File: src/hw/colorMapperPkg.sv
package colorMapperPkg;

    localparam int NUM_LANES      = 5;
    localparam int SLOTS_PER_LANE = 4; // one-hot per lane
    localparam int PAL_IDX_W      = 5;
    localparam int PALETTE_SIZE   = 21;

    // play field bounds, inclusive border on each edge
    localparam logic [9:0] FIELD_LEFT   = 10'd124;
    localparam logic [9:0] FIELD_RIGHT  = 10'd544;
    localparam logic [9:0] FIELD_TOP    = 10'd75;
    localparam logic [9:0] FIELD_BOTTOM = 10'd440;
    localparam logic [9:0] WATER_LINE   = 10'd244; // rows above are river

    localparam logic [23:0] COLOR_WHITE     = 24'hffffff;
    localparam logic [23:0] COLOR_TIMER     = 24'hfcd703;
    localparam logic [23:0] COLOR_BORDER    = 24'h979797;
    localparam logic [23:0] COLOR_WATER     = 24'h0000ff;
    localparam logic [23:0] COLOR_GOAL_DONE = 24'h00ff00;
    localparam logic [23:0] COLOR_GOAL_OPEN = 24'hff0000;
    localparam logic [23:0] COLOR_BLACK     = 24'h000000;

    // sprite palette, entry 0 is never drawn as a sprite
    localparam logic [23:0] PALETTE [PALETTE_SIZE] = '{
        24'hff0000, 24'hffe0a8, 24'hffe0a8, 24'h4b3100, 24'hffe0a8,
        24'hffe0a8, 24'hfcfcfc, 24'haeacae, 24'h398802, 24'h398802,
        24'h398802, 24'h398802, 24'hf0bc3c, 24'haeacae, 24'h3a3701,
        24'h6c6c01, 24'h398802, 24'h7ec50e, 24'h398802, 24'h65b0ff,
        24'h65b0ff
    };

    typedef enum logic [2:0] {
        FILL_BLACK,
        FILL_FONT,
        FILL_TIMER,
        FILL_BORDER,
        FILL_WATER,
        FILL_GOAL_DONE,
        FILL_GOAL_OPEN,
        FILL_SPRITE
    } pixelFill_e;

    typedef struct packed {
        logic [9:0] x;
        logic [9:0] y;
    } pixelPos_t;

    typedef struct packed {
        logic                 isFont;
        logic                 isFrog;
        logic                 timerOn;
        logic                 timerLit; // lit part of the bar
        logic [PAL_IDX_W-1:0] frogIndex;
    } overlayIn_t;

    typedef struct packed {
        logic [NUM_LANES-1:0][SLOTS_PER_LANE-1:0] slot;
    } laneHits_t;

    typedef struct packed {
        logic [NUM_LANES-1:0][SLOTS_PER_LANE-1:0][PAL_IDX_W-1:0] index;
    } laneData_t;

    typedef struct packed {
        logic [4:0] isFinish;
        logic [4:0] frogFinished;
    } goalIn_t;

    typedef struct packed {
        logic                 hit;
        logic [PAL_IDX_W-1:0] index;
    } spriteHit_t;

    typedef struct packed {
        pixelFill_e           fill;
        logic [PAL_IDX_W-1:0] index;
    } pixelCmd_t;

    typedef struct packed {
        logic [7:0] r;
        logic [7:0] g;
        logic [7:0] b;
    } rgb_t;

endpackage

File: src/hw/colorMapper.sv
module colorMapper
    import colorMapperPkg::*;
(
    input  logic       Clk,
    input  logic       rstN,
    input  pixelPos_t  pos,
    input  overlayIn_t overlay,
    input  laneHits_t  carHits,
    input  laneHits_t  logHits,
    input  laneData_t  carData,
    input  laneData_t  logData,
    input  goalIn_t    goal,
    output rgb_t       vga
);

    spriteHit_t carHit;
    spriteHit_t logHit;
    pixelCmd_t  cmd;

    // lane selectors are combinational, same cycle as pos
    laneSpriteSelect carSelect
    (
        .hits (carHits),
        .data (carData),
        .sel  (carHit)
    );

    laneSpriteSelect logSelect
    (
        .hits (logHits),
        .data (logData),
        .sel  (logHit)
    );

    // stage 1
    pixelLayerControl layerCtrl
    (
        .Clk     (Clk),
        .rstN    (rstN),
        .pos     (pos),
        .overlay (overlay),
        .car     (carHit),
        .log     (logHit),
        .goal    (goal),
        .cmd     (cmd)
    );

    // stage 2
    pixelColorStage colorStage
    (
        .Clk  (Clk),
        .rstN (rstN),
        .cmd  (cmd),
        .vga  (vga)
    );

endmodule

File: src/hw/laneSpriteSelect.sv
module laneSpriteSelect
    import colorMapperPkg::*;
(
    input  laneHits_t  hits,
    input  laneData_t  data,
    output spriteHit_t sel
);

    logic [SLOTS_PER_LANE-1:0]                winVec;
    logic [SLOTS_PER_LANE-1:0][PAL_IDX_W-1:0] winData;
    logic                                     isOneHot;

    // scan down so the lowest active lane is written last
    always_comb
    begin
        winVec  = '0;
        winData = '0;
        for (int l = NUM_LANES - 1; l >= 0; l--)
        begin
            if (hits.slot[l] != '0)
            begin
                winVec  = hits.slot[l];
                winData = data.index[l];
            end
        end
    end

    // exactly one slot bit set
    assign isOneHot = (winVec != '0) && ((winVec & (winVec - 1'b1)) == '0);

    always_comb
    begin
        sel.hit   = |hits.slot;
        sel.index = '0; // bad slot vector reads as index 0
        if (isOneHot)
        begin
            for (int s = 0; s < SLOTS_PER_LANE; s++)
            begin
                if (winVec[s])
                begin
                    sel.index = winData[s];
                end
            end
        end
    end

endmodule

File: src/hw/pixelColorStage.sv
module pixelColorStage
    import colorMapperPkg::*;
(
    input  logic      Clk,
    input  logic      rstN,
    input  pixelCmd_t cmd,
    output rgb_t      vga
);

    logic [23:0] nextColor;

    always_comb
    begin
        case (cmd.fill)
            FILL_FONT:
            begin
                nextColor = COLOR_WHITE;
            end
            FILL_TIMER:
            begin
                nextColor = COLOR_TIMER;
            end
            FILL_BORDER:
            begin
                nextColor = COLOR_BORDER;
            end
            FILL_WATER:
            begin
                nextColor = COLOR_WATER;
            end
            FILL_GOAL_DONE:
            begin
                nextColor = COLOR_GOAL_DONE;
            end
            FILL_GOAL_OPEN:
            begin
                nextColor = COLOR_GOAL_OPEN;
            end
            FILL_SPRITE:
            begin
                if (cmd.index < PALETTE_SIZE)
                begin
                    nextColor = PALETTE[cmd.index];
                end
                else
                begin
                    nextColor = COLOR_BLACK; // past the end of the table
                end
            end
            default:
            begin
                nextColor = COLOR_BLACK;
            end
        endcase
    end

    always_ff @(posedge Clk)
    begin
        if (!rstN)
        begin
            vga <= '0;
        end
        else
        begin
            vga <= nextColor;
        end
    end

endmodule

File: src/hw/pixelLayerControl.sv
module pixelLayerControl
    import colorMapperPkg::*;
(
    input  logic       Clk,
    input  logic       rstN,
    input  pixelPos_t  pos,
    input  overlayIn_t overlay,
    input  spriteHit_t car,
    input  spriteHit_t log,
    input  goalIn_t    goal,
    output pixelCmd_t  cmd
);

    logic      isBorder;
    logic      anyGoal;
    logic      goalDone;
    logic      isWater;
    pixelCmd_t nextCmd;

    // outside the play field on any side
    assign isBorder = (pos.x <= FIELD_LEFT) || (pos.x >= FIELD_RIGHT) ||
                      (pos.y <= FIELD_TOP)  || (pos.y >= FIELD_BOTTOM);

    assign anyGoal  = |goal.isFinish;
    assign goalDone = |(goal.isFinish & goal.frogFinished); // frog sits in this slot
    assign isWater  = pos.y < WATER_LINE;

    // first matching layer wins, top to bottom
    always_comb
    begin
        nextCmd.fill  = FILL_BLACK;
        nextCmd.index = '0;
        if (overlay.isFont)
        begin
            nextCmd.fill = FILL_FONT;
        end
        else if (overlay.isFrog && (overlay.frogIndex != '0)) // index 0 is see-through
        begin
            nextCmd.fill  = FILL_SPRITE;
            nextCmd.index = overlay.frogIndex;
        end
        else if (overlay.timerOn)
        begin
            if (overlay.timerLit)
            begin
                nextCmd.fill = FILL_TIMER;
            end
            else
            begin
                nextCmd.fill = FILL_BLACK; // spent part of the bar
            end
        end
        else if (isBorder)
        begin
            nextCmd.fill = FILL_BORDER;
        end
        else if (car.hit)
        begin
            if (car.index != '0)
            begin
                nextCmd.fill  = FILL_SPRITE;
                nextCmd.index = car.index;
            end
            else
            begin
                nextCmd.fill = FILL_BLACK; // road shows between cars
            end
        end
        else if (log.hit)
        begin
            if (log.index != '0)
            begin
                nextCmd.fill  = FILL_SPRITE;
                nextCmd.index = log.index;
            end
            else
            begin
                nextCmd.fill = FILL_WATER; // river shows between logs
            end
        end
        else if (anyGoal)
        begin
            if (goalDone)
            begin
                nextCmd.fill = FILL_GOAL_DONE;
            end
            else
            begin
                nextCmd.fill = FILL_GOAL_OPEN;
            end
        end
        else if (isWater)
        begin
            nextCmd.fill = FILL_WATER;
        end
        else
        begin
            nextCmd.fill = FILL_BLACK;
        end
    end

    always_ff @(posedge Clk)
    begin
        if (!rstN)
        begin
            cmd.fill  <= FILL_BLACK;
            cmd.index <= '0;
        end
        else
        begin
            cmd <= nextCmd;
        end
    end

endmodule

File: config.mk
export PLATFORM = sky130hd
export DESIGN_NAME = colorMapper
export DESIGN_NICKNAME = d
export VERILOG_FILES = /design/src/hw/colorMapperPkg.sv /design/src/hw/colorMapper.sv /design/src/hw/laneSpriteSelect.sv /design/src/hw/pixelColorStage.sv /design/src/hw/pixelLayerControl.sv
export SDC_FILE = /design/constraint.sdc
export NUM_CORES = 1
export LEC_CHECK = 0
export BUFFER_PORTS_ARGS = -buffer_cell sky130_fd_sc_hd__buf_2
export CAP_MARGIN = 30
export CELL_PAD_IN_SITES_DETAIL_PLACEMENT = 1
export CELL_PAD_IN_SITES_GLOBAL_PLACEMENT = 1
export CORE_ASPECT_RATIO = 1.2
export CORE_MARGIN = 4
export CORE_UTILIZATION = 28
export CTS_CLUSTER_DIAMETER = 120
export DETAILED_ROUTE_END_ITERATION = 10
export HOLD_SLACK_MARGIN = 0.12
export PLACE_DENSITY = 0.89
export SYNTH_ARGS = -nofsm -noshare
export SYNTH_HDL_FRONTEND = slang
export SYNTH_SLANG_ARGS = --single-unit
File: constraint.sdc
create_clock -name Clk -period 4 [get_ports Clk]
set_clock_uncertainty 0.1 [all_clocks]
set_input_delay 1.2 -clock Clk [delete_from_list [all_inputs] [get_ports Clk]]
set_output_delay 1.2 -clock Clk [all_outputs]
set_load 0.01 [all_outputs]
==> flow_summary.json <==
{
  "slowest_stage": "or4_1",
  "sequential_to_total_area_share_from_yosys_stat": 0.143,
  "clk_transition_reported_paths_ns": 0.05,
  "lkg_pwr_nw": 2.79,
  "die_height_um": 146,
  "ys_ff_latch": 32,
  "rows": 50,
  "route.vias.total": 6607,
  "criticalPathCategory": "in -> reg",
  "antenna_violations_before_repair": 3,
  "fin_worst_hold_slack_ns": 0.712,
  "max_slew_margin": 0.470,
  "synth_ff_type": "dfxtp_1",
  "report.final.hold_viol_count": 0,
  "r2r_slack_ns": 1.51,
  "drc": 0,
  "longest_individual_stage_delay_on_the_worst_path_ns": 0.74,
  "finish.net_count": 1226,
  "drv_slew": 0,
  "core_area_um2": 15600,
  "async_reset_ff_frac": 0,
  "io_buffer_count": 302,
  "power_density_nw_per_um2": 190,
  "postRouteAntennaNets": 0,
  "grt_start_max_net_pins": 27,
  "fillers": 2115,
  "num_io_pins": 305,
  "end_kind": "flip-flop",
  "grt_setup_unrepaired": "no",
  "count_of_flip_flops_with_a_built_in_enable_after_synthesis": 0,
  "fp.dieW_um": 123,
  "final_common_cell": "buf_2",
  "synth.area.top_cells": "dfxtp_1, a21oi_1, o21ai_0",
  "worstPathRequired_ns": 4.06,
  "clk-insertion-delay-late_ns": 0.28,
  "post-route-min-period_ns": 3.72,
  "run_status": "complete, no violations",
  "grtUsageMet1": 0.286,
  "report.power.total_mw": 1.24,
  "post-synth-top-area-cell": "dfxtp_1",
  "grt_use_total": 0.245,
  "total_negative_slack_ns": 0,
  "cts-resized-gates": 0,
  "maxClockFrequency_mhz": 269,
  "final-setup-viol-count": 0,
  "htreeDepth": 2,
  "critPathCapture": "layerCtrl.cmd[5]",
  "clock_tree.root_cell": "clkbuf_16",
  "numClockSinks": 32,
  "start_kind": "primary input",
  "final.setup.worst_slack_ns": 0.284,
  "max-clock-path-buffers": 2,
  "crit_chain": "buf_2 > or4_1 > buf_4 > a221oi_1 > o21ai_0 > a22o_1 > o31ai_1 > a31oi_1 > nor3_1 > a21oi_1",
  "dpl_worst_slack_ns": -0.0301,
  "yosys.area.top_type_share": 0.143,
  "first_element_of_the_critical_path": "carHits[13]",
  "post-cts-setup-buffers": 0,
  "first_pass_grt_wire_length_um": 35600,
  "die_area_um2": 18100,
  "dp_hpwl_um": 19600,
  "final_cell_mix": "buf_2, a21oi_1, o21ai_0",
  "final_min_period_over_clock_period": 0.929,
  "vias_per_cell": 5.75,
  "grt.overflow.total": 0,
  "grt_busiest_layer": "met2",
  "critical_path.reg2reg.endpoint": "colorStage.vga[14]",
  "initial_utilization": 0.286,
  "worst_r2r_src": "layerCtrl.cmd[4]",
  "worst_ir_drop_vdd_mv": 0.130,
  "post_synth_inst_count": 639,
  "final_layout_size_suffix_gt1_frac": 0.408,
  "max_cap_viol_count": 0,
  "total_cts_buffers": 5,
  "arrival_ns": 3.77,
  "mappedNetlistNets": 927,
  "hold_buffers": 0,
  "globalplace.congestion": 0.953,
  "globalRouteMet3Util": 0.0449,
  "first_global_vias": 6904,
  "tritoncts": "built",
  "hp-class": "reg -> reg",
  "warning_count_from_the_yosys_run": 0,
  "dr.first_iter.drc_count": 425,
  "drt-wirelength-per-cell_um": 20.1,
  "global_route.usage.met2": 0.451,
  "detail_route.first_pass.iterations": 6,
  "critical_path.max_fanout": 9,
  "post-route-util": 0.416,
  "drt-total-wl_um": 23100,
  "r2r_cells": 7,
  "area_growth_syn_to_layout_pct": 45.6,
  "synth_area_um2": 4470,
  "worst_slew_pin_slew_ns": 0.793,
  "synthesis.area_per_instance_um2": 7.00,
  "yosysUniqueCellTypes": 76
}
-- registers in the layout, summed over array words and instances, names as in the netlist --
name / flops
colorStage.vga: 24
layerCtrl.cmd: 8
-- cells in the mapped netlist, drive strengths merged, types with 6 or more instances --
| library cell | n |
|---|---|
| clkbuf | 36 |
| a22o | 9 |
| ha | 7 |
| nor2b | 15 |
| nand3 | 16 |
| nor2 | 44 |
| or4 | 14 |
| a22oi | 14 |
| a221oi | 32 |
| o22ai | 12 |
| a21o | 6 |
| o31ai | 7 |
| nor4b | 10 |
| nor3 | 12 |
| inv | 12 |
| a31oi | 7 |
| buf | 17 |
| o21a | 18 |
| nand2 | 47 |
| nor4 | 12 |
| dfxtp | 32 |
| o211ai | 15 |
| o21ai | 82 |
| a21oi | 82 |
-- critical path, delay by kind of cell --
family / cells / cell delay, ns
AOI/OAI and AO/OA: 6 / 1.24
buffers and inverters: 2 / 0.38
and+or+nand+nor: 2 / 0.95
-- metrics by stage --
stage / std cells / instance area (um^2)
floorplan: 639 / 4470
global placement: 1139 / 6350
detailed placement: 1139 / 6350
CTS: 1146 / 6500
global route: 1146 / 6500
finish: 1150 / 6510
-- metal layers --
layer / share of wire / up-vias
met5: 0.00056 / -
li1: - / 3135
met4: 0.023 / 2
met1: 0.38 / 3157
met3: 0.072 / 42
met2: 0.53 / 271
-- final cells by class --
type / count / area [um^2] / area share
Sequential cell: 32 / 641 / 0.0984
Timing Repair Buffer: 345 / 1850 / 0.284
Multi-Input combinational cell: 542 / 3560 / 0.546
Inverter: 12 / 45.0 / 0.00692
Clock buffer: 7 / 153 / 0.0234
Tap cell: 208 / 260 / 0.0400
Antenna cell: 4 / 10.0 / 0.00154
-- worst min-delay path by stage --
| stage | slack (ns) | cells past startpoint | end | startpoint |
|---|---|---|---|---|
| 2_1_floorplan | 0.47 | 3 | colorStage.vga[0] | layerCtrl.cmd[6] |
| 3_3_place_gp | 0.66 | 2 | colorStage.vga[2] | layerCtrl.cmd[5] |
| 3_5_place_dp | 0.68 | 2 | colorStage.vga[7] | layerCtrl.cmd[5] |
| 4_1_cts | 0.70 | 2 | colorStage.vga[7] | layerCtrl.cmd[5] |
| 5_1_grt | 0.77 | 2 | colorStage.vga[7] | layerCtrl.cmd[5] |
| 6_report | 0.71 | 2 | colorStage.vga[7] | layerCtrl.cmd[5] |
-- cells by family after synthesis --
| logic type | share of synthesized area |
|---|---|
| simple gates | 0.252 |
| mux | 0.00727 |
| fa+ha+maj | 0.0196 |
| xor+xnor | 0.00392 |
| compound gates | 0.509 |
| flops | 0.143 |
| buf+inv | 0.0649 |
-- where the power goes --
| part | leakage, nW | switching, mW | internal, mW |
|---|---|---|---|
| Combinational | 2.45 | 0.257 | 0.228 |
| Clock | 0.0760 | 0.132 | 0.260 |
| Sequential | 0.265 | 0.0188 | 0.342 |
(Power assumes the default switching activity.)
